<file path="src/interpPkg.sv">
`default_nettype none

package interpPkg;

    localparam int sampleWidth = 18;
    localparam int fracBits = 16;
    localparam int firTaps = 4;
    localparam int interpRate = 4;
    localparam int cicStages = 3;
    localparam int cicWidth = 24;
    localparam int expWidth = 5;
    localparam int wideWidth = 48;
    localparam int addrWidth = 6;
    localparam int dataWidth = 32;
    localparam int regCount = 4 + firTaps;
    localparam int regIdxWidth = $clog2(regCount);

    // Register map, byte offsets
    localparam logic [addrWidth-1:0] regControl = 6'h00;
    localparam logic [addrWidth-1:0] regTestValue = 6'h04;
    localparam logic [addrWidth-1:0] regExponent = 6'h08;
    localparam logic [addrWidth-1:0] regMantissa = 6'h0C;
    localparam logic [addrWidth-1:0] regCoef0 = 6'h10;

    localparam logic [1:0] respOkay = 2'b00;
    localparam logic [1:0] respSlvErr = 2'b10;

    typedef logic signed [sampleWidth-1:0] sample_t;
    typedef logic signed [wideWidth-1:0] wide_t;

    // Clamp to the sample range
    function automatic sample_t saturate(input wide_t value);
        sample_t result;
        if (&value[wideWidth-1:sampleWidth-1] || ~|value[wideWidth-1:sampleWidth-1]) begin
            result = value[sampleWidth-1:0];
        end else if (value[wideWidth-1]) begin
            result = {1'b1, {(sampleWidth-1){1'b0}}};
        end else begin
            result = {1'b0, {(sampleWidth-1){1'b1}}};
        end
        return result;
    endfunction

endpackage

`default_nettype wire

</file>
<file path="src/interpCfgIf.sv">
`timescale 1ns/1ps
`default_nettype none

interface interpCfgIf import interpPkg::*; ();

    logic                bypass;
    logic                test;
    logic                invert;
    logic                bypassEq;
    sample_t             testValue;
    logic [expWidth-1:0] exponent;
    sample_t             mantissa;
    sample_t             coef [firTaps];

    modport regs (
        output bypass, test, invert, bypassEq, testValue, exponent, mantissa, coef
    );

    modport datapath (
        input bypass, test, invert, bypassEq, testValue, exponent, mantissa, coef
    );

endinterface

`default_nettype wire

</file>
<file path="src/gainScale.sv">
`timescale 1ns/1ps
`default_nettype none

module gainScale import interpPkg::*; (
    input  wire                             clk,
    input  wire                             reset,
    input  wire logic signed [cicWidth-1:0] cicOut,
    interpCfgIf.datapath                    cfg,
    output sample_t                         scaled
);

    sample_t shifted;
    wide_t   product;

    // Mantissa is signed with fracBits of fraction
    assign product = wide_t'(shifted) * wide_t'(cfg.mantissa);

    always_ff @(posedge clk) begin
        if (reset) begin
            shifted <= '0;
            scaled <= '0;
        end else begin
            // Stage 1, exponent shift
            shifted <= saturate(wide_t'(cicOut) >>> cfg.exponent);
            // Stage 2, mantissa multiply
            scaled <= saturate(product >>> fracBits);
        end
    end

endmodule

`default_nettype wire

</file>
<file path="src/flat_wrapper.sv">
// flat-port wrapper written by rule: the top's interface ports become plain ports
module gainScale_flat import interpPkg::*;
  (clk, reset, cicOut, scaled, cfg_bypass, cfg_test, cfg_invert, cfg_bypassEq, cfg_testValue, cfg_exponent, cfg_mantissa, cfg_coef);
  interpCfgIf cfg_i ();
  input  wire clk;
  input  wire reset;
  input  wire logic signed [cicWidth-1:0] cicOut;
  output sample_t scaled;
  input wire logic [$bits(cfg_i.bypass)-1:0] cfg_bypass;
  input wire logic [$bits(cfg_i.test)-1:0] cfg_test;
  input wire logic [$bits(cfg_i.invert)-1:0] cfg_invert;
  input wire logic [$bits(cfg_i.bypassEq)-1:0] cfg_bypassEq;
  input wire logic [$bits(cfg_i.testValue)-1:0] cfg_testValue;
  input wire logic [$bits(cfg_i.exponent)-1:0] cfg_exponent;
  input wire logic [$bits(cfg_i.mantissa)-1:0] cfg_mantissa;
  input wire logic [$bits(cfg_i.coef)-1:0] cfg_coef;
  assign cfg_i.bypass = cfg_bypass;
  assign cfg_i.test = cfg_test;
  assign cfg_i.invert = cfg_invert;
  assign cfg_i.bypassEq = cfg_bypassEq;
  assign cfg_i.testValue = cfg_testValue;
  assign cfg_i.exponent = cfg_exponent;
  assign cfg_i.mantissa = cfg_mantissa;
  assign cfg_i.coef = {>>{cfg_coef}};
  gainScale u_core (.clk(clk), .reset(reset), .cicOut(cicOut), .cfg(cfg_i), .scaled(scaled));
endmodule
</file>
<file path="config.mk">
export PLATFORM = sky130hd
export DESIGN_NAME = gainScale_flat
export DESIGN_NICKNAME = d
export VERILOG_FILES = /design/src/interpPkg.sv /design/src/interpCfgIf.sv /design/src/gainScale.sv /design/src/flat_wrapper.sv
export SDC_FILE = /design/constraint.sdc
export NUM_CORES = 1
export LEC_CHECK = 0
export BUFFER_PORTS_ARGS = -buffer_cell sky130_fd_sc_hd__buf_2
export CAP_MARGIN = 20
export CORE_MARGIN = 3
export CORE_UTILIZATION = 40
export CTS_CLUSTER_SIZE = 40
export DETAILED_ROUTE_END_ITERATION = 10
export GPL_ROUTABILITY_DRIVEN = 1
export GPL_TIMING_DRIVEN = 0
export SLEW_MARGIN = 40
export SYNTH_ARGS = -nofsm -noshare
export SYNTH_HDL_FRONTEND = slang
export SYNTH_SLANG_ARGS = --single-unit
</file>
<file path="constraint.sdc">
create_clock -name clk -period 7.39 [get_ports clk]
set_input_delay 0.3695 -clock clk [delete_from_list [all_inputs] [get_ports clk]]
set_output_delay 0.3695 -clock clk [all_outputs]
set_load 0.01 [all_outputs]
</file>
==> results by group, run 1 <==
Status
  – Status: finished, final reports clean

CTS
  – Root buf cell: clkbuf_16
  – Hold_buf cts: 0
  – CTS Buf Count: 5
  – Clock sink count: 36
  – Clock latency on the worst-skew pair: 0.28 ns
  – Max clock buf depth: 2
  – Clk slew on worst S/H paths: 0.06 ns
  – CTS tree: done
  – H-tree depth: 2

Synthesis
  – Synthesized flop and latch total: 36
  – Top-area cell type share of the netlist area: 0.467
  – Synthesized area per cell: 8.93 µm²
  – Asr flop ratio synth: 0
  – Post-Syn Area: 14,100 µm²
  – Post-Syn Instances: 1,574
  – EDFF count, synth: 0
  – Post-synth top area cell: fa_1
  – Synth Net Count: 2,133
  – Synth warn: 0
  – Synth cell types: 60
  – Ys flop type: dfxtp_1
  – Post-synthesis sequential area ratio: 0.0513
  – Synth top area cells: fa_1 (47%), inv_1 (10%), ha_1 (7.8%)

Final layout
  – Nets: 2,189
  – Leading cell type in the layout, fill and taps excluded: inv_1
  – Area delta synth->final: 8.22%
  – Most frequent cells in the layout: inv_1 (373), fa_1 (328), nand2_1 (221), and2_1 (137), ha_1 (87)
  – Ratio of cells with drive above 1 in the final layout: 0.0938
  – Diodes inserted: 0

Drt
  – Wire per inst: 18.2 µm
  – Drt first pass iters: 5
  – Total Wirelength: 37,900 µm
  – Initial drt markers: 698
  – Via count: 10,600
  – DR vias/cell: 5.08
  – DRC Markers: 0
  – Final ANT Viol Nets: 0

STA
  – Final setup viols: 0
  – Final Slew Violations: 0
  – Clock period minus worst slack: 7.11 ns
  – Final Hold Viols: 0
  – Hold Slack: 0.543 ns
  – Max transition margin: 0.543
  – Tcrit/Tclk final: 0.962
  – Worst-case clock skew: 0.00528 ns
  – Fmax achieved: 0.141 GHz
  – Worst Tran Pin Value: 0.679 ns

Setup path
  – Critical Path RT: 7.54 ns
  – Arrival time at the worst endpoint: 7.26 ns
  – Cells on worst reg2reg path: 21
  – Crit path kind: reg -> reg
  – Crit Reg-Reg Endpoint: u_core.scaled[15]
  – Crit Reg-Reg Startpoint: u_core.shifted[10]
  – Crit path capture type: flop
  – Slowest cell on crit path: fa_1
  – CP Cell Sequence: clkbuf_2 -> nand2_1 -> fa_1 -> fa_1 -> inv_1 -> fa_1 -> inv_1 -> fa_1 -> fa_1 -> fa_1 -> inv_1 -> ha_1 -> a211o_1 -> or4_4 -> a31oi_4 -> o311ai_4 -> o31ai_4 -> xnor2_2 -> o211ai_2 -> buf_6 -> o31ai_1
  – Crit path max fanout: 10
  – Crit path from: u_core.shifted[10]
  – Worst setup path end: u_core.scaled[15]
  – Critical Path Start Type: flop
  – Worst path most repeated cell: fa_1
  – Max incr delay on CP: 0.56 ns
  – Reg2reg setup slack: 0.28 ns

Hold path
  – Worst hold path class: in -> reg

GRT
  – Initial antenna violation count: 0
  – Total grt overflow: 0
  – Tot GR Track Use: 0.209
  – First-pass GRT wire length: 62,600 µm
  – Largest net degree at the start of global routing: 12
  – Vias in the first global route: 11,300

Floorplan
  – Initial core utilization: 0.407
  – Core ar.: 34,500 µm²
  – Die Y: 193 µm
  – Row count: 68
  – Die area: 37,400 µm²
  – Die X: 193 µm
  – I/O pin count: 161

Placement
  – GPL Wtd Cong: 0.913
  – DP HPWL: 32,700 µm
  – Port Buffers: 56

Job
  – Max Cap Viol: 0
## stage by stage
step / TNS (ns) / worst slack (ns) / util / cells / cell area, µm²
floorplan: 0 / 0.910 / - / 1574 / 14100
global placement: -10.01 / -0.662 / 0.431 / 2085 / 14900
detailed placement: -10.29 / -0.682 / 0.431 / 2085 / 14900
CTS: 0 / 0.00129 / 0.438 / 2090 / 15100
global route: -0.103 / -0.0293 / 0.440 / 2086 / 15200
finish: 0 / 0.281 / 0.440 / 2086 / 15200
## routing by layer
layer | up-vias | GRT usage | part of all wire
li1 | 4827 | - | -
met2 | 320 | 0.331 | 0.46
met3 | 34 | 0.0376 | 0.063
met4 | 0 | 0.0410 | 0.017
met5 | - | 0 | 0
met1 | 5409 | 0.304 | 0.46
## area by class of cell
cell class,count,area [µm²]
repair buffers,58,295
multi-input cells,1091,11700
flip-flops and latches,36,739
plain buffers,64,310
clock buffers,7,153
inverters,374,1410
clock inverters,1,30.0
fillers,3476,19300
well taps,455,569
## kinds of logic (layout without fill, tap and decap cells)
| kind of cell | Yosys count | in the layout | synth area share |
|---|---|---|---|
| AND/OR/NAND/NOR | 444 | 444 | 0.150 |
| XOR/XNOR | 28 | 28 | 0.0175 |
| AO/OA/AOI/OAI | 169 | 169 | 0.0793 |
| adder cells (fa/ha/maj) | 416 | 416 | 0.546 |
| multiplexers | 34 | 34 | 0.0348 |
| flip-flops | 36 | 36 | 0.0513 |
| buffers and inverters | 447 | 504 | 0.121 |
## cell usage after synthesis (all sizes together), types with 3 or more instances
| cell type | instances |
|---|---|
| xor2 | 7 |
| buf | 10 |
| inv | 374 |
| a21oi | 50 |
| a211oi | 12 |
| nand3 | 7 |
| o31ai | 15 |
| o41ai | 3 |
| mux2i | 14 |
| and2 | 137 |
| o211ai | 10 |
| dfxtp | 36 |
| mux4 | 11 |
| o21ai | 45 |
| o21bai | 3 |
| a31oi | 7 |
| nand2 | 221 |
| nand4 | 3 |
| xnor2 | 21 |
| mux2 | 9 |
| nor2 | 47 |
| and3 | 6 |
| fa | 328 |
| nand2b | 9 |
| clkbuf | 63 |
| a21o | 8 |
| ha | 88 |
## registers in the layout, summed over array words and instances (netlist names)
name / cells
u_core.shifted: 18
u_core.scaled: 18
## timing repair
action / 4_1_cts / 5_1_grt
pin swaps: 0 / 1
endpoints found under the setup margin: 18 / 17
cloned: 0 / 0
resized for setup: 22 / 56
buffers inserted: 0 / 2
## worst min-delay path by stage
stage / to / cells past startpoint / start
after floorplan: u_core.shifted[16] / 3 / cfg_exponent[4]
after global placement: scaled[8] / 1 / u_core.scaled[8]
after detailed placement: scaled[8] / 1 / u_core.scaled[8]
after CTS: u_core.scaled[9] / 2 / reset
after global routing: u_core.scaled[9] / 2 / reset
final: u_core.scaled[9] / 2 / reset
## worst max-delay path: cells and delay by family, from the launching register on
family / cells / cell delay (ns)
XOR/XNOR: 1 / 0.17
adder cells (fa/ha/maj): 7 / 3.49
flip-flops: 1 / 0.48
AO/OA/AOI/OAI: 6 / 1.58
AND/OR/NAND/NOR: 2 / 0.56
buffers and inverters: 5 / 0.65
Power of run 1 is left out: the tool's default activity adds up to more than one toggle a clock period on the data nets, which glitch-free logic cannot reach.
==> inputs of run 2 (changes only) <==
--- a/config.mk
+++ b/config.mk
@@ -9,6 +9,7 @@
 export CAP_MARGIN = 20
 export CORE_MARGIN = 3
 export CORE_UTILIZATION = 40
+export CTS_BUF_LIST = sky130_fd_sc_hd__clkbuf_16
 export CTS_CLUSTER_SIZE = 40
 export DETAILED_ROUTE_END_ITERATION = 10
 export GPL_ROUTABILITY_DRIVEN = 1
==> run 2 against run 1 <==
  * Core utilization fell by 0.058 points
  * Via count barely moved
  * Fmax barely moved
  * Non-clock buffer count did not move
  * Hold slack got worse by 0.00067 ns
  * Critical path type unchanged
==> results by group, run 2 (synthesis gave the netlist of run 1 again) <==
Status
  – Status: finished, final reports clean

Drt
  – Via count: 10,600 (+0.038%)
  – DRC Markers: 0 (unchanged)
  – Wire per inst: 18.2 µm (unchanged)
  – Total Wirelength: 37,900 µm (unchanged)
  – Drt first pass iters: 5 (unchanged)
  – Final ANT Viol Nets: 0 (unchanged)
  – Initial drt markers: 698 (unchanged)
  – DR vias/cell: 5.08 (about the same)

Floorplan
  – Core ar.: 34,500 µm² (unchanged)
  – Die Y: 193 µm (unchanged)
  – Die area: 37,400 µm² (unchanged)
  – Row count: 68 (unchanged)
  – Die X: 193 µm (unchanged)
  – I/O pin count: 161 (unchanged)
  – Initial core utilization: 0.407 (unchanged)

CTS
  – Clock sink count: 36 (unchanged)
  – CTS Buf Count: 5 (unchanged)
  – CTS tree: done
  – Clock latency on the worst-skew pair: 0.28 ns (about the same)
  – Root buf cell: clkbuf_16
  – Max clock buf depth: 2 (unchanged)
  – Clk slew on worst S/H paths: 0.06 ns (about the same)
  – Hold_buf cts: 0 (unchanged)
  – H-tree depth: 2 (unchanged)

Final layout
  – Leading cell type in the layout, fill and taps excluded: inv_1
  – Ratio of cells with drive above 1 in the final layout: 0.0926 (-0.00123)
  – Diodes inserted: 0 (unchanged)
  – Nets: 2,189 (unchanged)
  – Final Util: 0.440 (-0.000579)
  – Fillers: 3,480 (+0.12%)
  – Most frequent cells in the layout: inv_1 (373), fa_1 (328), nand2_1 (221), and2_1 (137), ha_1 (87)
  – Area delta synth->final: 8.08%
  – Top flop regs: u_core.scaled x18, u_core.shifted x18

STA
  – Worst-case clock skew: 0.00527 ns (-0.00000458 ns)
  – Setup ws final: 0.284 ns (+0.00271 ns)
  – Final Slew Violations: 0 (unchanged)
  – Max transition margin: 0.543 (unchanged)
  – Final Hold Viols: 0 (unchanged)
  – Fmax achieved: 0.141 GHz (about the same)
  – Worst Tran Pin Value: 0.679 ns (unchanged)
  – Tcrit/Tclk final: 0.962 (about the same)
  – Final setup viols: 0 (unchanged)
  – Clock period minus worst slack: 7.11 ns (-0.00270 ns)

Setup path
  – Arrival time at the worst endpoint: 7.26 ns (about the same)
  – Critical Path Start Type: flop
  – Critical Path RT: 7.54 ns (about the same)
  – Crit path capture type: flop
  – Crit path max fanout: 10 (unchanged)
  – Crit path kind: reg -> reg

GRT
  – Total grt overflow: 0 (unchanged)
  – First-pass GRT wire length: 62,600 µm (about the same)
  – Vias in the first global route: 11,300 (-0.053%)
  – Tot GR Track Use: 0.209 (about the same)
  – Largest net degree at the start of global routing: 12 (unchanged)
  – Initial antenna violation count: 0 (unchanged)

Placement
  – DP HPWL: 32,700 µm (unchanged)
  – Port Buffers: 56 (unchanged)
  – GPL Wtd Cong: 0.913 (unchanged)
  – Pre-CTS WS: -0.682 ns (unchanged)

Hold path
  – Worst hold path class: in -> reg

Job
  – Max Cap Viol: 0 (unchanged)
## run 2: changes by cell type in the layout (fill, tap and decap cells not counted)
cell	before	now
clkinv_1	0	2
clkbuf_8	2	0
## run 2: through the flow
stage               TNS [ns]  cell area (µm²)  hold slack, ns  std cells
floorplan                  0            14100           0.655       1574
global placement      -10.01            14900           0.772       2085
detailed placement    -10.29            14900           0.764       2085
CTS                        0            15100           0.533       2090
global route          -0.104            15200           0.563       2086
finish                     0            15200           0.543       2086
## run 2: layout make-up
cell class	instances	area (µm²)	area share
buffer	64	310	0.0204
clock buffer	5	125	0.00824
clock inverter	3	37.5	0.00247
inverter	374	1410	0.0927
multi-input combinational	1091	11700	0.771
sequential	36	739	0.0487
tap	455	569	0.0375
timing repair buffer	58	295	0.0194
## run 2: repair_timing
item / in CTS / in global routing
endpoints found under the setup margin: 18 / 17
setup buffers: 0 / 2
pin swaps: 0 / 1
resized for setup: 22 / 56
## run 2: critical path, cell delays in order (launching register included)
cell,delay (ns)
dfxtp_2,0.48
clkbuf_2,0.32
nand2_1,0.12
fa_1,0.52
fa_1,0.56
inv_1,0.05
fa_1,0.49
inv_1,0.05
fa_1,0.56
fa_1,0.51
fa_1,0.52
inv_1,0.04
ha_1,0.33
a211o_1,0.33
or4_4,0.44
a31oi_4,0.35
o311ai_4,0.20
o31ai_4,0.25
xnor2_2,0.17
o211ai_2,0.37
buf_6,0.19
o31ai_1,0.08
## run 2: final timing paths
path,startpoint,slack [ns],cells past startpoint,to
worst max register to register,u_core.shifted[10],0.28,21,u_core.scaled[15]
worst max-delay path,u_core.shifted[10],0.28,21,u_core.scaled[15]
worst min-delay path,reset,0.54,2,u_core.scaled[9]
worst min register to register,u_core.shifted[17],1.72,9,u_core.scaled[17]
## run 2: layer usage
metal  routed length (µm)  part of all wire  track usage  vias to the layer above
met5                    0                 0            0                        -
met1                17300              0.46        0.304                     5411
li1                     -                 -            -                     4827
met2                17500              0.46        0.331                      322
met4                  641             0.017       0.0410                        0
met3                 2410             0.064       0.0376                       34
Power of run 2 is left out for the same reason.
