[src/interpPkg.sv]
`default_nettype none

package interpPkg;

    localparam int sampleWidth = 18;
    localparam int fracBits = 16;
    localparam int firTaps = 4;
    localparam int interpRate = 4;
    localparam int cicStages = 3;
    localparam int cicWidth = 24;
    localparam int expWidth = 5;
    localparam int wideWidth = 48;
    localparam int addrWidth = 6;
    localparam int dataWidth = 32;
    localparam int regCount = 4 + firTaps;
    localparam int regIdxWidth = $clog2(regCount);

    // Register map, byte offsets
    localparam logic [addrWidth-1:0] regControl = 6'h00;
    localparam logic [addrWidth-1:0] regTestValue = 6'h04;
    localparam logic [addrWidth-1:0] regExponent = 6'h08;
    localparam logic [addrWidth-1:0] regMantissa = 6'h0C;
    localparam logic [addrWidth-1:0] regCoef0 = 6'h10;

    localparam logic [1:0] respOkay = 2'b00;
    localparam logic [1:0] respSlvErr = 2'b10;

    typedef logic signed [sampleWidth-1:0] sample_t;
    typedef logic signed [wideWidth-1:0] wide_t;

    // Clamp to the sample range
    function automatic sample_t saturate(input wide_t value);
        sample_t result;
        if (&value[wideWidth-1:sampleWidth-1] || ~|value[wideWidth-1:sampleWidth-1]) begin
            result = value[sampleWidth-1:0];
        end else if (value[wideWidth-1]) begin
            result = {1'b1, {(sampleWidth-1){1'b0}}};
        end else begin
            result = {1'b0, {(sampleWidth-1){1'b1}}};
        end
        return result;
    endfunction

endpackage

`default_nettype wire

[src/interpCfgIf.sv]
`timescale 1ns/1ps
`default_nettype none

interface interpCfgIf import interpPkg::*; ();

    logic                bypass;
    logic                test;
    logic                invert;
    logic                bypassEq;
    sample_t             testValue;
    logic [expWidth-1:0] exponent;
    sample_t             mantissa;
    sample_t             coef [firTaps];

    modport regs (
        output bypass, test, invert, bypassEq, testValue, exponent, mantissa, coef
    );

    modport datapath (
        input bypass, test, invert, bypassEq, testValue, exponent, mantissa, coef
    );

endinterface

`default_nettype wire

[src/outputSelect.sv]
`timescale 1ns/1ps
`default_nettype none

module outputSelect import interpPkg::*; (
    input  wire             clk,
    input  wire             reset,
    input  wire             sampleEn,
    input  wire sample_t    dataIn,
    input  wire sample_t    scaled,
    interpCfgIf.datapath    cfg,
    output sample_t         dataOut
);

    sample_t bypassVal;
    sample_t pathVal;

    // Negation clamps the most negative value
    function automatic sample_t applyInvert(input sample_t value, input logic invert);
        sample_t result;
        if (invert) begin
            result = saturate(-wide_t'(value));
        end else begin
            result = value;
        end
        return result;
    endfunction

    assign bypassVal = applyInvert(dataIn, cfg.invert);
    assign pathVal = applyInvert(scaled, cfg.invert);

    // Test value wins, then bypass at the sample rate, then the filtered path
    always_ff @(posedge clk) begin
        if (reset) begin
            dataOut <= '0;
        end else if (cfg.test) begin
            dataOut <= cfg.testValue;
        end else if (cfg.bypass) begin
            if (sampleEn) begin
                dataOut <= bypassVal;
            end
        end else begin
            dataOut <= pathVal;
        end
    end

endmodule

`default_nettype wire

[src/flat_wrapper.sv]
// flat-port wrapper written by rule: the top's interface ports become plain ports
module outputSelect_flat import interpPkg::*;
  (clk, reset, sampleEn, dataIn, scaled, dataOut, cfg_bypass, cfg_test, cfg_invert, cfg_bypassEq, cfg_testValue, cfg_exponent, cfg_mantissa, cfg_coef);
  interpCfgIf cfg_i ();
  input  wire clk;
  input  wire reset;
  input  wire sampleEn;
  input  wire sample_t dataIn;
  input  wire sample_t scaled;
  output sample_t dataOut;
  input wire logic [$bits(cfg_i.bypass)-1:0] cfg_bypass;
  input wire logic [$bits(cfg_i.test)-1:0] cfg_test;
  input wire logic [$bits(cfg_i.invert)-1:0] cfg_invert;
  input wire logic [$bits(cfg_i.bypassEq)-1:0] cfg_bypassEq;
  input wire logic [$bits(cfg_i.testValue)-1:0] cfg_testValue;
  input wire logic [$bits(cfg_i.exponent)-1:0] cfg_exponent;
  input wire logic [$bits(cfg_i.mantissa)-1:0] cfg_mantissa;
  input wire logic [$bits(cfg_i.coef)-1:0] cfg_coef;
  assign cfg_i.bypass = cfg_bypass;
  assign cfg_i.test = cfg_test;
  assign cfg_i.invert = cfg_invert;
  assign cfg_i.bypassEq = cfg_bypassEq;
  assign cfg_i.testValue = cfg_testValue;
  assign cfg_i.exponent = cfg_exponent;
  assign cfg_i.mantissa = cfg_mantissa;
  assign cfg_i.coef = {>>{cfg_coef}};
  outputSelect u_core (.clk(clk), .reset(reset), .sampleEn(sampleEn), .dataIn(dataIn), .scaled(scaled), .cfg(cfg_i), .dataOut(dataOut));
endmodule
[config.mk]
export PLATFORM = sky130hd
export DESIGN_NAME = outputSelect_flat
export DESIGN_NICKNAME = d
export VERILOG_FILES = /design/src/interpPkg.sv /design/src/interpCfgIf.sv /design/src/outputSelect.sv /design/src/flat_wrapper.sv
export SDC_FILE = /design/constraint.sdc
export NUM_CORES = 1
export LEC_CHECK = 0
export BUFFER_PORTS_ARGS = -buffer_cell sky130_fd_sc_hd__clkbuf_2
export CORE_MARGIN = 4
export CORE_UTILIZATION = 30
export DETAILED_ROUTE_END_ITERATION = 8
export PLACE_DENSITY = 0.74
export SLEW_MARGIN = 15
export SYNTH_ARGS = -nofsm -noshare
export SYNTH_HDL_FRONTEND = slang
export SYNTH_SLANG_ARGS = --single-unit
[constraint.sdc]
create_clock -name clk -period 4.34 [get_ports clk]
set_input_delay 0.217 -clock clk [delete_from_list [all_inputs] [get_ports clk]]
set_output_delay 0.217 -clock clk [all_outputs]
set_load 0.03 [all_outputs]
==> results by group, run 1 <==
Worst setup path
  • CP Launch Type: input pin
  • Crit-path max cell delay: around 640 ps
  • Arrival time of the worst setup path: 2760 ps
  • Kind of critical path: input pin to flop
  • Req. time, crit path: around 4500 ps
  • Slowest-stage cell, CP: nor4_4
  • CP max FO: 13
  • Top cell family by delay on the critical path: simple AND/OR/NAND/NOR gates
  • Setup crit end kind: flop
  • WP buf/inv: 2
  • Worst-path cell chain: clkbuf_2, inv_1, ha_1, nor4b_1, nand2_1, nor4_4, o31ai_1, a221oi_1, nor4_2

Logic synthesis
  • Mapped Nets: approximately 460
  • Synth area leader: dfxtp_1
  • Number of synthesized register bits: 18
  • Mapped Area: 2150 um2
  • Post-synth top area share: between 10% and 20%
  • EDFF count, synth: 0
  • Asr flop ratio synth: 0%
  • Register area share after synthesis: between 15 and 20%
  • Synthesis Warnings: 0
  • Top post-synthesis cells by area: dfxtp_1 (17%), nor2_1 (6.8%), o21ai_0 (4.9%), a221oi_1 (4.5%), a21oi_1 (4.4%)
  • Cells after Synth: 306
  • Synth Flop Type: dfxtp_1
  • Yosys cell types: 58
  • Avg Inst Size Synth: ~7.0 um2

CTS
  • Clk sinks: 18
  • Root Driver: clkbuf_8
  • Deepest clock path buffer count: 2
  • Skew-Pair Late Insertion Delay: between 200 and 300 ps
  • # Post-CTS Setup Buffers: 0
  • Worst-path clk slew: around 70 ps
  • TritonCTS clock tree: built
  • Num CTS Buffers: 3
  • Hold Buf Count CTS: 0
  • Post-CTS Resized: 0
  • H-tree Lvls: 1

Floorplanning
  • I/O pin cnt: approximately 170
  • Die Area: about 8600 um2
  • Die W: 92.7 um
  • Core area: 6870 um2
  • Site Rows: 30
  • Initial Utilization: a little under a third
  • Die Y: 92.7 um

Placement
  • Worst slack, placed: 1490 ps
  • IO Port Bufs: 77
  • Final GP Congestion: slightly below 1
  • Hpwl dp: 6.82 mm
  • Placed inst area: between 2000 and 3000 um2

Layout
  • Number of flip-flops in the largest register: 18
  • Biggest regs: u_core.dataOut (18)
  • Final instance area: 2640 um2
  • Area Overhead vs Synth: 22.4%
  • Share of layout cells above drive strength 1: between 20% and 30%
  • Top reg by flops: u_core.dataOut
  • Layout Nets: between 500 and 600
  • ANT cells: 0

Timing
  • Relative slew slack: about half
  • Fin. Hold Viols: 0
  • Worst setup margin: roughly 1700 ps
  • RSZ-0062 raised after global routing: false
  • Period utilization: between 60% and 70%
  • Skew final: 0 ps
  • Setup violations, final: 0
  • Tmin final: between 2000 and 3000 ps
  • Max Clk Rate: ~380 MHz
  • Slew Limit Fails: 0
  • Worst-margin pin slew: 773 ps
  • Setup_tns: 0 ps

Routing
  • Vias/cell: 6.25
  • Total Wirelength: roughly 8.7 mm
  • Total number of vias: slightly below 3000
  • Wire length per cell: roughly 19 um
  • DRC errors left: 0
  • DR iter-0 viols: between 300 and 400
  • First-pass DRT Iterations: 5
  • Routed Antenna Nets: 0

Power
  • Worst vdd ir: ~0.079 mV
  • Pwr per Cell Area: 206 nW/um2
  • Leak pwr: between 0.9 and 1 nW

Global route
  • Gr usage total: about 20%
  • First-pass GRT wire length: 13.6 mm
  • Largest net degree at the start of global routing: 49
  • Vias in the first global route: around 2600
  • Grt ovf: 0
  • Initial antenna violation count: 0

Flow run
  • Max cap viols: 0

Outcome
  • Status: finished clean

Worst hold path
  • Worst Hold Class: input pin to flop
## placed cells by master (no fill, tap or decap), types with 3 or more instances in the layout
master	n
clkbuf_8	4
nand2_1	15
o22ai_1	3
a21boi_0	3
inv_1	8
o221ai_1	7
nand2b_1	5
o21ai_0	21
a211oi_1	7
nor4_4	3
nor4_1	4
a221oi_1	11
a22oi_1	4
a211oi_2	3
o31ai_1	12
nor2_1	39
o21a_1	3
nor4_2	3
o32ai_1	5
nor3_1	16
dfxtp_1	18
or3_1	6
nand3_1	8
a31oi_1	6
and3_1	4
a21oi_1	19
o21ai_1	7
nand4_1	5
o211ai_1	4
clkbuf_2	77
## synth_stat cells (all sizes together), types with 2 or more instances
cell type   n
nand3       8
nor3       18
buf         6
o41ai       2
ha          2
o21bai      2
or2         3
a211oi     10
o22ai       3
o21ai      28
nand4       5
nor2       39
nand2      15
a31o        2
and3        4
o21a        3
a31oi       6
a22oi       4
o32ai       5
clkbuf     14
nor2b       2
a221oi     11
or3         7
dfxtp      18
nand2b      5
a21boi      3
o221ai      7
or4         3
inv         8
nor4       10
o311ai      4
o211ai      4
a21oi      19
o31ai      12
## cells by family after synthesis
kind of cell             after synthesis  share of synthesized area (%)
adder cells (fa/ha/maj)                2                           1.16
AND/OR/NAND/NOR                      123                           32.4
buffers and inverters                 29                           5.52
flip-flops                            18                           16.7
AO/OA/AOI/OAI                        132                           43.3
XOR/XNOR                               1                          0.407
multiplexers                           1                          0.465
## cell type report
class	instances	area, um2
multi-input cells	259	1670
fillers	755	4230
well taps	96	120
inverters	9	33.8
clock buffers	4	55.1
repair buffers	78	393
flip-flops and latches	18	360
## power by group
group | switching [mW] | total (mW) | internal [mW]
Clock | 0.0592 | 0.140 | 0.0807
Combinational | 0.141 | 0.215 | 0.0742
Sequential | 0.00770 | 0.188 | 0.180
## routing by layer
metal | up-vias | share of wire (%) | wire length, um | global-route usage, %
li1 | 1354 | - | - | -
met1 | 1312 | 44 | 3820 | 28.8
met2 | 221 | 41 | 3570 | 28.3
met3 | 13 | 13 | 1130 | 4.63
met4 | 0 | 1.6 | 140 | 4.76
met5 | - | 0 | 0 | 0
## stage by stage
stage | util, % | instances | hold WS (ps) | power, mW
2_1_floorplan | - | 306 | 369 | 0.314
3_3_place_gp | 37.6 | 460 | 471 | 0.398
3_5_place_dp | 37.6 | 460 | 478 | 0.401
4_1_cts | 38.4 | 464 | 226 | 0.541
5_1_grt | 38.4 | 464 | 266 | 0.567
6_report | 38.4 | 464 | 212 | 0.542
## worst paths after layout
| path | start | endpoint | slack [ps] | cells past startpoint |
|---|---|---|---|---|
| max | dataIn[0] | u_core.dataOut[11] | 1700 | 9 |
| min | cfg_testValue[17] | u_core.dataOut[17] | 210 | 3 |
| max reg2reg | u_core.dataOut[14] | u_core.dataOut[14] | 3270 | 3 |
| min reg2reg | u_core.dataOut[2] | u_core.dataOut[2] | 530 | 2 |
## worst reg2reg max path, cell delays in order, from the launching register on
cell and delay [ps]:
dfxtp_1 350, nor2_1 50, or3_1 400, a32oi_1 200
No activity file was read; power rests on OpenSTA's default activity.
==> run 2, diff against run 1 <==
==> constraint.sdc (replaced) <==
create_clock -name clk -period 2.6 [get_ports clk]
set_input_delay 0.13 -clock clk [delete_from_list [all_inputs] [get_ports clk]]
set_output_delay 0.13 -clock clk [all_outputs]
set_load 0.03 [all_outputs]
==> results by group, run 2 (synthesis gave the netlist of run 1 again) <==
Outcome
  • Status: finished clean

Layout
  • Top reg by flops: u_core.dataOut
  • # fillers: 740 (-2.0%)
  • Layout Nets: 545 (+3.4%)
  • Multi-input gate area: 1670 um2 (unchanged)
  • Util after Layout: 40.3% (+2.0 points)
  • Commonest non-fill, non-tap cells in the layout: clkbuf_2 (77), nor2_1 (39), o21ai_0 (21), a21oi_1 (19), buf_4 (19)
  • Commonest non-fill, non-tap cell in the layout: clkbuf_2
  • Register area: 360 um2 (unchanged)
  • Share of layout cells above drive strength 1: 30.1% (+3.4 points)
  • Biggest regs: u_core.dataOut (18)
  • Number of flip-flops in the largest register: 18 (unchanged)
  • Final instance area: 2770 um2 (+5.1%)
  • Area Overhead vs Synth: 28.7%
  • ANT cells: 0 (unchanged)

Worst setup path
  • Kind of critical path: input pin to flop
  • CP Launch Type: input pin
  • Req. time, crit path: 2740 ps (-1730 ps)
  • Register-to-Register Path Depth: 3 (unchanged)
  • Reg-to-reg startpoint: u_core.dataOut[14]
  • Reg2reg setup slack: 1510 ps (-1760 ps)
  • Arrival time of the worst setup path: 2340 ps (-420 ps)
  • Setup crit end kind: flop
  • Terminus of the critical flop-to-flop path: u_core.dataOut[14]
  • CP max FO: 5 (-8)

CTS
  • # Post-CTS Setup Buffers: 0 (unchanged)
  • Skew-Pair Late Insertion Delay: 260 ps (about the same)
  • Num CTS Buffers: 3 (unchanged)
  • Clk sinks: 18 (unchanged)
  • Worst-path clk slew: 70 ps (about the same)
  • TritonCTS clock tree: built
  • Deepest clock path buffer count: 2 (unchanged)
  • Hold Buf Count CTS: 0 (unchanged)
  • Post-CTS Resized: 0 (unchanged)
  • H-tree Lvls: 1 (unchanged)
  • Root Driver: clkbuf_8

Worst hold path
  • Worst Hold Class: input pin to flop
  • Hold_sp: cfg_testValue[4]
  • Hold EP: u_core.dataOut[4]
  • Worst hold path depth: 3 (unchanged)

Global route
  • Global routing's busiest layer: met2
  • Vias in the first global route: 2718 (+6.4%)
  • Met2 usage in global routing: 30.5% (+2.2 points)
  • Grt ovf: 0 (unchanged)
  • First-pass GRT wire length: 13.7 mm (+1.3%)
  • Met1 Usage GRT: 27.9% (-0.97 points)
  • GR Util met3: 4.55% (-0.081 points)
  • Gr usage total: 19.9% (+0.36 points)
  • Initial antenna violation count: 0 (unchanged)
  • Largest net degree at the start of global routing: 49 (unchanged)

Timing
  • Max Clk Rate: 455 MHz
  • Setup violations, final: 0 (unchanged)
  • Worst hold margin: 134 ps (-77.9 ps)
  • Slew Limit Fails: 0 (unchanged)
  • Relative slew slack: 52.5% (+4.4 points)
  • Setup_tns: 0 ps (unchanged)
  • Fin. Hold Viols: 0 (unchanged)
  • Tmin final: between 2000 and 2500 ps
  • RSZ-0062 raised after global routing: false
  • Skew final: 0 ps (unchanged)
  • Worst-margin pin slew: 712 ps (-61.1 ps)
  • Period utilization: a little over four fifths

Routing
  • Total number of vias: 2952 (+1.8%)
  • Vias/cell: 6.12 (-2.0%)
  • First-pass DRT Iterations: 5 (unchanged)
  • Wire length per cell: 18.3 um (-2.0%)
  • DR iter-0 viols: 288 (-18%)
  • Total Wirelength: 8.82 mm (+1.8%)
  • Routed Antenna Nets: 0 (unchanged)
  • DRC errors left: 0 (unchanged)

Placement
  • IO Port Bufs: 77 (unchanged)
  • Placed inst area: 2720 um2 (+5.2%)
  • Hpwl dp: 7.12 mm (+4.3%)
  • Final GP Congestion: 0.970 (+0.39%)

Floorplanning
  • Die W: 92.7 um (unchanged)
  • Core area: 6870 um2 (unchanged)
  • I/O pin cnt: 174 (unchanged)
  • Die Area: 8590 um2 (unchanged)
  • Initial Utilization: 31.3% (unchanged)
  • Die Y: 92.7 um (unchanged)
  • Site Rows: 30 (unchanged)

Power
  • Leak pwr: 1.09 nW (+9.1%)
  • Pwr per Cell Area: 332 nW/um2 (+61%)
  • Worst vdd ir: 0.165 mV (+110%)

Flow run
  • Max cap viols: 0 (unchanged)
run 2: power breakdown:
| group | internal (mW) | total [mW] | switching (mW) | leakage [nW] |
|---|---|---|---|---|
| logic | 0.130 | 0.366 | 0.236 | 0.909 |
| registers | 0.300 | 0.313 | 0.0129 | 0.150 |
| clock network | 0.135 | 0.241 | 0.106 | 0.0288 |
run 2: how the worst max path moves through the flow:
| stage | slack, ps | depth (start not counted) | end | from |
|---|---|---|---|---|
| after floorplan | 630 | 9 | u_core.dataOut[15] | dataIn[0] |
| after global placement | 190 | 10 | u_core.dataOut[15] | dataIn[0] |
| after detailed placement | 230 | 10 | u_core.dataOut[1] | dataIn[0] |
| after CTS | 470 | 10 | u_core.dataOut[1] | dataIn[0] |
| after global routing | 310 | 10 | u_core.dataOut[1] | dataIn[0] |
| final | 400 | 10 | u_core.dataOut[1] | dataIn[0] |
run 2: metal layers:
layer / part of all wire (%) / vias to the layer above
met5: 0 / -
met4: 2.0 / 0
met3: 9.9 / 19
met2: 42 / 182
met1: 46 / 1369
li1: - / 1382
run 2: area by class of cell:
class / count / share of cell area, %
inverter: 9 / 1.22
timing repair buffer: 96 / 19.1
tap: 96 / 4.34
sequential: 18 / 13.0
clock buffer: 4 / 1.99
multi-input combinational: 259 / 60.4
run 2: worst max-delay path, cell delays in order:
cell and delay, ps:
clkbuf_2 100, inv_1 70, ha_1 230, or4b_1 560, nor2_1 190, or3_1 190
buf_4 140, a211oi_1 70, o32ai_1 520, a211oi_2 130
run 2: metrics by stage:
stage	instances	total power, mW	setup slack, ps
detailed placement	478	0.679	231
CTS	482	0.913	468
global placement	478	0.672	191
finish	482	0.920	400
floorplan	306	0.525	626
global route	482	0.960	309
