### src/interpPkg.sv
`default_nettype none

package interpPkg;

    localparam int sampleWidth = 18;
    localparam int fracBits = 16;
    localparam int firTaps = 4;
    localparam int interpRate = 4;
    localparam int cicStages = 3;
    localparam int cicWidth = 24;
    localparam int expWidth = 5;
    localparam int wideWidth = 48;
    localparam int addrWidth = 6;
    localparam int dataWidth = 32;
    localparam int regCount = 4 + firTaps;
    localparam int regIdxWidth = $clog2(regCount);

    // Register map, byte offsets
    localparam logic [addrWidth-1:0] regControl = 6'h00;
    localparam logic [addrWidth-1:0] regTestValue = 6'h04;
    localparam logic [addrWidth-1:0] regExponent = 6'h08;
    localparam logic [addrWidth-1:0] regMantissa = 6'h0C;
    localparam logic [addrWidth-1:0] regCoef0 = 6'h10;

    localparam logic [1:0] respOkay = 2'b00;
    localparam logic [1:0] respSlvErr = 2'b10;

    typedef logic signed [sampleWidth-1:0] sample_t;
    typedef logic signed [wideWidth-1:0] wide_t;

    // Clamp to the sample range
    function automatic sample_t saturate(input wide_t value);
        sample_t result;
        if (&value[wideWidth-1:sampleWidth-1] || ~|value[wideWidth-1:sampleWidth-1]) begin
            result = value[sampleWidth-1:0];
        end else if (value[wideWidth-1]) begin
            result = {1'b1, {(sampleWidth-1){1'b0}}};
        end else begin
            result = {1'b0, {(sampleWidth-1){1'b1}}};
        end
        return result;
    endfunction

endpackage

`default_nettype wire

### src/interpCfgIf.sv
`timescale 1ns/1ps
`default_nettype none

interface interpCfgIf import interpPkg::*; ();

    logic                bypass;
    logic                test;
    logic                invert;
    logic                bypassEq;
    sample_t             testValue;
    logic [expWidth-1:0] exponent;
    sample_t             mantissa;
    sample_t             coef [firTaps];

    modport regs (
        output bypass, test, invert, bypassEq, testValue, exponent, mantissa, coef
    );

    modport datapath (
        input bypass, test, invert, bypassEq, testValue, exponent, mantissa, coef
    );

endinterface

`default_nettype wire

### src/cicInterpolate.sv
`timescale 1ns/1ps
`default_nettype none

module cicInterpolate import interpPkg::*; (
    input  wire                         clk,
    input  wire                         reset,
    input  wire                         sampleEn,
    input  wire sample_t                cicIn,
    interpCfgIf.datapath                cfg,
    output logic signed [cicWidth-1:0]  cicOut
);

    typedef logic signed [cicWidth-1:0] cic_t;

    cic_t       combIn;
    cic_t       combDly [cicStages];
    cic_t       combOut [cicStages];
    cic_t       integ [cicStages];
    cic_t       stuffed;
    logic [1:0] bypassDly;
    logic       cicClear;

    // Leaving bypass restarts the filter two samples later
    always_ff @(posedge clk) begin
        if (reset) begin
            bypassDly <= '0;
            cicClear <= 1'b0;
        end else begin
            if (sampleEn) begin
                bypassDly <= {bypassDly[0], cfg.bypass};
            end
            cicClear <= sampleEn && bypassDly[1] && !bypassDly[0];
        end
    end

    // Comb section at the input rate
    always_ff @(posedge clk) begin
        if (reset || cicClear) begin
            combIn <= '0;
            for (int k = 0; k < cicStages; k++) begin
                combDly[k] <= '0;
                combOut[k] <= '0;
            end
        end else if (sampleEn) begin
            combIn <= cic_t'(cicIn);
            combDly[0] <= combIn;
            combOut[0] <= combIn - combDly[0];
            for (int k = 1; k < cicStages; k++) begin
                combDly[k] <= combOut[k-1];
                combOut[k] <= combOut[k-1] - combDly[k];
            end
        end
    end

    // Zero stuffing up to the clock rate
    assign stuffed = sampleEn ? combOut[cicStages-1] : '0;

    // Integrators wrap freely, final width covers the gain
    always_ff @(posedge clk) begin
        if (reset || cicClear) begin
            for (int k = 0; k < cicStages; k++) begin
                integ[k] <= '0;
            end
        end else begin
            integ[0] <= integ[0] + stuffed;
            for (int k = 1; k < cicStages; k++) begin
                integ[k] <= integ[k] + integ[k-1];
            end
        end
    end

    assign cicOut = integ[cicStages-1];

    strobeSpacing: assert property (@(posedge clk) disable iff (reset) sampleEn |=> !sampleEn);

endmodule

`default_nettype wire

### src/flat_wrapper.sv
// flat-port wrapper written by rule: the top's interface ports become plain ports
module cicInterpolate_flat import interpPkg::*;
  (clk, reset, sampleEn, cicIn, cicOut, cfg_bypass, cfg_test, cfg_invert, cfg_bypassEq, cfg_testValue, cfg_exponent, cfg_mantissa, cfg_coef);
  interpCfgIf cfg_i ();
  input  wire clk;
  input  wire reset;
  input  wire sampleEn;
  input  wire sample_t cicIn;
  output logic signed [cicWidth-1:0] cicOut;
  input wire logic [$bits(cfg_i.bypass)-1:0] cfg_bypass;
  input wire logic [$bits(cfg_i.test)-1:0] cfg_test;
  input wire logic [$bits(cfg_i.invert)-1:0] cfg_invert;
  input wire logic [$bits(cfg_i.bypassEq)-1:0] cfg_bypassEq;
  input wire logic [$bits(cfg_i.testValue)-1:0] cfg_testValue;
  input wire logic [$bits(cfg_i.exponent)-1:0] cfg_exponent;
  input wire logic [$bits(cfg_i.mantissa)-1:0] cfg_mantissa;
  input wire logic [$bits(cfg_i.coef)-1:0] cfg_coef;
  assign cfg_i.bypass = cfg_bypass;
  assign cfg_i.test = cfg_test;
  assign cfg_i.invert = cfg_invert;
  assign cfg_i.bypassEq = cfg_bypassEq;
  assign cfg_i.testValue = cfg_testValue;
  assign cfg_i.exponent = cfg_exponent;
  assign cfg_i.mantissa = cfg_mantissa;
  assign cfg_i.coef = {>>{cfg_coef}};
  cicInterpolate u_core (.clk(clk), .reset(reset), .sampleEn(sampleEn), .cicIn(cicIn), .cfg(cfg_i), .cicOut(cicOut));
endmodule
### config.mk
export PLATFORM = sky130hd
export DESIGN_NAME = cicInterpolate_flat
export DESIGN_NICKNAME = d
export VERILOG_FILES = /design/src/interpPkg.sv /design/src/interpCfgIf.sv /design/src/cicInterpolate.sv /design/src/flat_wrapper.sv
export SDC_FILE = /design/constraint.sdc
export NUM_CORES = 1
export LEC_CHECK = 0
export BUFFER_PORTS_ARGS = -buffer_cell sky130_fd_sc_hd__buf_2
export CAP_MARGIN = 20
export CORE_MARGIN = 4
export CORE_UTILIZATION = 60
export DETAILED_ROUTE_END_ITERATION = 6
export PLACE_DENSITY_LB_ADDON = 0.3
export SKIP_LAST_GASP = 1
export SLEW_MARGIN = 20
export SYNTH_ARGS = -nofsm -noshare
export SYNTH_HDL_FRONTEND = slang
export SYNTH_SLANG_ARGS = --single-unit
### constraint.sdc
create_clock -name clk -period 5.2 [get_ports clk]
set_input_delay 0.52 -clock clk [delete_from_list [all_inputs] [get_ports clk]]
set_output_delay 0.52 -clock clk [all_outputs]
set_load 0.01 [all_outputs]
==> metrics.md, run 1 <==
| Metric | Value |
|---|---|
| Crit Path Max Fanout | `4` |
| Synthesized cell area | `14810 µm²` |
| Fillers | `2011` |
| CTS tree | `yes` |
| Post-CTS setup buffers | `0` |
| Die width | `165.1 µm` |
| Max-cap viol count | `0` |
| WP data arrival | `about 3700 ps` |
| Final period util | `62.57%` |
| NumNets Final | `~1900` |
| Cts hold-fix bufs | `0` |
| Hold Vio Cnt, Final | `0` |
| Most frequent cells in the layout | `nor2_1 (199), edfxtp_1 (138), ha_1 (133), a21oi_1 (120)` |
| Hold Crit Start | `cicIn[9]` |
| Register area share after synthesis | `40.55%` |
| PostCTS Resize Cnt | `0` |
| N_diodes | `0` |
| Prevailing post-synth register cell | `edfxtp_1` |
| Setup Skew | `between 30 and 40 ps` |
| Fin area | `15900 µm²` |
| Drt first pass iters | `5` |
| Final ANT Viol Nets | `0` |
| Hold Path Class | `in2reg` |
| Initial antenna violation count | `0` |
| RSZ-0062 raised after global routing | `no` |
| Seq cells post-synth | `roughly 230` |
| Critical path class | `reg2reg` |
| DR iter-0 viols | `773` |
| Vias | `approximately 11000` |
| Number of synthesized flops with an enable pin | `138` |
| Avg Inst Size Synth | `9.211 µm²` |
| Finished Core Util | `65.38%` |
| Pleak | `6.998 nW` |
| Fmax | `307.3 MHz` |
| R2r endpoint | `u_core.integ[0][20]` |
| Final Critical Period | `about 3300 ps` |
| Worst endpoint required time | `5610 ps` |
| Largest net degree at the start of global routing | `69` |
| Hold Path End | `u_core.combIn[9]` |
| DRC viols | `0` |
| First-pass GRT wire length | `about 52000 µm` |
| Share of cells above drive strength 1 | `under 10%` |
| Vias per cell | `5.883` |
| Core Rows | `57` |
| Clk_lat worst skew | `approximately 560 ps` |
| Die ar. | `27260 µm²` |
| Synth warn | `0` |
| Rel. slew slack | `36.85%` |
| Worst VDD drop | `0.3202 mV` |
| I/O pin total | `around 160` |
| Cell depth of the worst min-delay path | `3` |
| Commonest non-fill, non-tap cell in the layout | `nor2_1` |
| Final Setup Violations | `0` |
| Layout area overhead | `7.349%` |
| H-tree lvl count | `1` |
| Die height | `~170 µm` |
| Routed WL | `31170 µm` |
| Gr usage total | `22.97%` |
| R2r setup slk | `1950 ps` |
| TNS Setup | `0 ps` |
| Root buffer cell | `clkbuf_16` |
| Area leader, netlist | `edfxtp_1` |
| Worst-margin pin slew | `923.4 ps` |
| Syn nets | `1885` |
| Final slew viol count | `0` |
| R2R cell count | `10` |
| Clock net sink count | `231` |
| PD cells | `396.7 nW/µm²` |
| Outcome | `completed` |
| WL/cell | `16.05 µm` |
| Yosys top cell area share | `27.98%` |
| Fraction of registers with async set or reset after synthesis | `0%` |
| Distinct cells, synth | `69` |
| Hpwl dp | `22530 µm` |
| Worst setup SP type | `flop` |
| Vias in the first global route | `10860` |
| Post-DP Area | `15090 µm²` |
| Clock slew at reported path FFs | `around 60 ps` |
| Post-Synthesis Cells | `1608` |
| Area contributors post-synth | `edfxtp_1 (28%), dfxtp_1 (13%), ha_1 (11%)` |
| CP endpoint kind | `flop` |
| Overflow after GRT | `0` |
| Gpl congestion | `about 0.87` |
| Reg2reg start | `u_core.combOut[0][48]` |
| Initial Util | `between 60 and 70%` |
| Core Area | `24320 µm²` |
| TritonCTS Buffers | `26` |
| I/O Buffers | `45` |
| Clock Path Buffers | `3` |
==> synthesized netlist by cell type, types with 3 or more instances <==
cell / number
nor2_1: 200
edfxtp_1: 138
ha_1: 133
a21oi_1: 120
dfxtp_1: 93
inv_1: 93
nand2_1: 87
o21ai_0: 81
and3_1: 75
clkbuf_1: 58
xnor2_1: 53
xor2_1: 48
and2_1: 37
a21o_1: 36
nand3_1: 31
o21a_1: 26
buf_4: 25
mux2i_1: 25
nor3_1: 24
nand4_1: 23
a211oi_1: 22
o21bai_1: 17
o211ai_1: 16
nand2b_1: 15
nor2b_1: 14
a31oi_1: 13
o31ai_1: 10
or3_1: 9
o31a_1: 8
buf_1: 7
fa_1: 6
a2111oi_0: 4
a21boi_0: 4
a221oi_1: 4
nor3b_1: 4
nor4_1: 4
a22oi_1: 3
o41ai_1: 3
==> routing by layer <==
| layer | track usage, % | routed length, µm |
|---|---|---|
| met1 | 30.43 | 13900 |
| met2 | 40.07 | 15300 |
| met3 | 3.152 | 1332 |
| met4 | 5.406 | 635 |
| met5 | 0 | 0 |
==> where the power goes <==
part | switching, mW | total [mW] | internal [mW] | leakage [nW]
registers | 0.157 | 2.39 | 2.24 | 2.29
logic | 1.29 | 2.17 | 0.880 | 4.32
clock network | 0.736 | 1.74 | 1.01 | 0.391
==> logic make-up after synthesis <==
| kind of cell | Yosys count | synth area share (%) |
|---|---|---|
| adder cells (fa/ha/maj) | 139 | 12.05 |
| AO/OA/AOI/OAI | 395 | 16.96 |
| AND/OR/NAND/NOR | 533 | 17.44 |
| flip-flops | 231 | 40.55 |
| multiplexers | 26 | 1.765 |
| buffers and inverters | 183 | 5.271 |
| XOR/XNOR | 101 | 5.972 |
==> worst max path at each step <==
stage	slack (ps)	startpoint	depth (start not counted)	to
2_1_floorplan	550	sampleEn	3	u_core.combDly[0][0]
5_1_grt	1660	u_core.combOut[0][48]	10	u_core.integ[0][20]
4_1_cts	1950	u_core.combOut[0][48]	10	u_core.integ[0][20]
6_report	1950	u_core.combOut[0][48]	10	u_core.integ[0][20]
3_3_place_gp	1650	sampleEn	11	u_core.integ[0][20]
3_5_place_dp	1600	sampleEn	11	u_core.integ[0][20]
==> sequential cells by signal, indices dropped and copies added (netlist names) <==
signal            flops
u_core.bypassDly      2
u_core.cicClear       1
u_core.combDly       66
u_core.combIn        18
u_core.combOut       72
u_core.integ         72
==> metrics by stage <==
step	hold slack [ps]	worst slack [ps]	std cells	total power, mW
after detailed placement	448.3	1602	1894	4.572
after CTS	180.6	1948	1942	6.332
final	198.3	1946	1942	6.308
after global placement	435.8	1650	1894	4.505
after floorplan	418.7	551.9	1608	4.147
after global routing	183.0	1661	1942	6.720
==> layout make-up <==
cell class | instances | area [µm²] | share of cell area [%]
Clock inverter | 9 | 90.09 | 0.5666
Multi-Input combinational cell | 1194 | 8040 | 50.57
Tap cell | 324 | 405.4 | 2.550
Clock buffer | 39 | 719.4 | 4.525
Sequential cell | 231 | 6006 | 37.77
Timing Repair Buffer | 52 | 290.3 | 1.826
Inverter | 93 | 349.1 | 2.195
==> critical path: stages (launching register included) <==
cell      delay (ps)
edfxtp_1         350
and2_1           160
ha_1             230
fa_1             450
a21o_1           200
a221oi_1         360
nor2b_1          140
a41o_1           330
a31oi_1          380
nor4_1            90
or3_1            410
No activity file was read; power rests on OpenSTA's default activity.
==> inputs of run 2 (changes only) <==
CORE_UTILIZATION = 54   (was 60)
clock period = 2.6 ns   (was 5.2 ns; I/O delays follow)
==> run 2 against run 1 <==
  * The run now ends with setup timing left
  * Via count is 3.6% higher
  * Global-route usage is 1.9 points lower
  * Setup slack worse by 2000 ps
  * Final area is 7.2% higher
  * Power is 110% higher
  * Fmax is 21% higher
  * Clock skew is 20 ps lower
  * Largest power group unchanged
  * Sequential cell count stayed put
==> metrics.md, run 2 (synthesis results as in run 1) <==
| Metric | Value |
|---|---|
| Most used cell, CP | `o31a_1` |
| Final period util | `103.7%` |
| Final ANT Viol Nets | `0` |
| Crit path cell chain | `inv_1 -> ha_1 -> nor2b_4 -> o31a_1 -> o31a_1 -> and3_4 -> or4_4 -> or3b_4 -> a21oi_2` |
| Pre-CTS setup slack | `-118.9 ps` |
| WL/cell | `15.82 µm` |
| Max-cap viol count | `0` |
| Hpwl dp | `23100 µm` |
| RSZ-0062 raised after global routing | `yes` |
| R2R cell count | `9` |
| TNS Setup | `-276.1 ps` |
| Root buffer cell | `clkbuf_16` |
| Most frequent cells in the layout | `nor2_1 (199), edfxtp_1 (138), ha_1 (127), a21oi_1 (110), dfxtp_1 (93)` |
| Failing checks | `setup timing` |
| Core Area | `26950 µm²` |
| Setup ws final | `-95.00 ps` |
| Outcome | `finished with violations` |
| Worst hold slack | `23.03 ps` |
| Clock Path Buffers | `3` |
| N_diodes | `0` |
| NumNets Final | `1976` |
| Gpl congestion | `0.8952` |
| Rel. slew slack | `slightly above 50%` |
| Core Rows | `60` |
| Largest stage delay on the critical path | `480 ps` |
| Placed Instances | `1981` |
| Vias per cell | `5.747` |
| Final slew viol count | `0` |
| Cell depth of the worst min-delay path | `2` |
| Vias | `11840` |
| Gr usage total | `between 20% and 30%` |
| Die height | `173.6 µm` |
| Hold Vio Cnt, Final | `0` |
| Final Setup Violations | `5` |
| CTS tree | `yes` |
| Worst setup SP type | `flop` |
| Fmax | `about 370 MHz` |
| Initial antenna violation count | `0` |
| CP endpoint kind | `flop` |
| Worst endpoint required time | `around 3000 ps` |
| TritonCTS Buffers | `27` |
| Crit Path Max Fanout | `3` |
| Worst VDD drop | `0.5960 mV` |
| Routed WL | `about 33000 µm` |
| Layout area overhead | `15.04%` |
| Clk_lat worst skew | `540 ps` |
| DRC viols | `0` |
| DR iter-0 viols | `810` |
| Fin area | `17040 µm²` |
| Critical path class | `reg2reg` |
| Die ar. | `30140 µm²` |
| Overflow after GRT | `0` |
| Die width | `173.6 µm` |
| H-tree lvl count | `1` |
| Share of cells above drive strength 1 | `13.73%` |
| Largest net degree at the start of global routing | `81` |
| Clock net sink count | `roughly 230` |
| Worst-margin pin slew | `733.5 ps` |
| Max stage delay cell, worst path | `or4_4` |
| Commonest non-fill, non-tap cell in the layout | `nor2_1` |
| Final Critical Period | `roughly 2700 ps` |
| Post-DP Area | `between 15000 and 20000 µm²` |
| Clock slew at reported path FFs | `60 ps` |
| Setup Skew | `10.37 ps` |
| Pleak | `7.543 nW` |
| Fillers | `~2200` |
| Vias in the first global route | `~12000` |
| I/O Buffers | `45` |
| Initial Util | `54.96%` |
| Drt first pass iters | `5` |
| First-pass GRT wire length | `54890 µm` |
| PD cells | `a little under 800 nW/µm²` |
| I/O pin total | `162` |
| Top Registers | `u_core.combOut x72, u_core.integ x72, u_core.combDly x66` |
| Hold Path Class | `in2reg` |
| Final non-filler cell total | `2060` |
| WP data arrival | `a little over 3000 ps` |
run 2: cell count changes in the layout (fill, tap and decap cells not counted), sizes merged:
cell,delta
buf,+81
clkbuf,-4
clkinv,+2
clkinvlp,+1
dlygate4sd3,+19
inv,+2
run 2: per-stage QoR:
step,total power [mW],utilization [%]
4_1_cts,13.06,62.31
3_5_place_dp,9.397,58.29
5_1_grt,14.02,63.23
3_3_place_gp,9.284,58.29
2_1_floorplan,8.304,-
6_report,13.15,63.23
run 2: critical path, delay by kind of cell, from the launching register on:
| family | cells | cell delay [ps] |
|---|---|---|
| and+or+nand+nor | 4 | 1190 |
| AOI/OAI and AO/OA | 3 | 710 |
| DFF | 1 | 380 |
| buffers and inverters | 1 | 70 |
| adders and majority gates | 1 | 220 |
run 2: cell type report:
cell class | count | area, µm² | area share (%)
inverter | 93 | 349.1 | 2.049
clock buffer | 35 | 729.5 | 4.281
tap | 341 | 426.7 | 2.504
multi-input combinational | 1194 | 8312 | 48.78
timing repair buffer | 152 | 1120 | 6.572
sequential | 231 | 6006 | 35.24
clock inverter | 14 | 97.59 | 0.5727
run 2: worst paths after layout:
check,slack [ps],startpoint,to
worst max-delay path,-100,u_core.combDly[0][1],u_core.combOut[0][19]
worst min-delay path,20,reset,u_core.cicClear
worst max register to register,-100,u_core.combDly[0][1],u_core.combOut[0][19]
worst min register to register,450,u_core.bypassDly[0],u_core.cicClear
run 2: power by group:
| part | total (mW) | switching [mW] | internal, mW |
|---|---|---|---|
| Combinational | 4.78 | 2.71 | 2.07 |
| Sequential | 4.79 | 0.318 | 4.47 |
| Clock | 3.58 | 1.51 | 2.07 |
| Total | 13.1 | 4.53 | 8.61 |
run 2: what timing repair did:
action,in CTS,in global routing
hold buffers,19,0
setup buffers,2,10
endpoints found under the setup margin,19,41
gates resized for setup,13,46
endpoints found under the hold margin,19,0
pin swaps,7,24
run 2: routing by layer:
metal	vias to the layer above	wire length, µm	global-route usage, %
li1	5964	-	-
met1	5608	14730	28.42
met2	229	16030	36.62
met3	38	1353	2.704
met4	0	473	4.124
met5	-	0	0
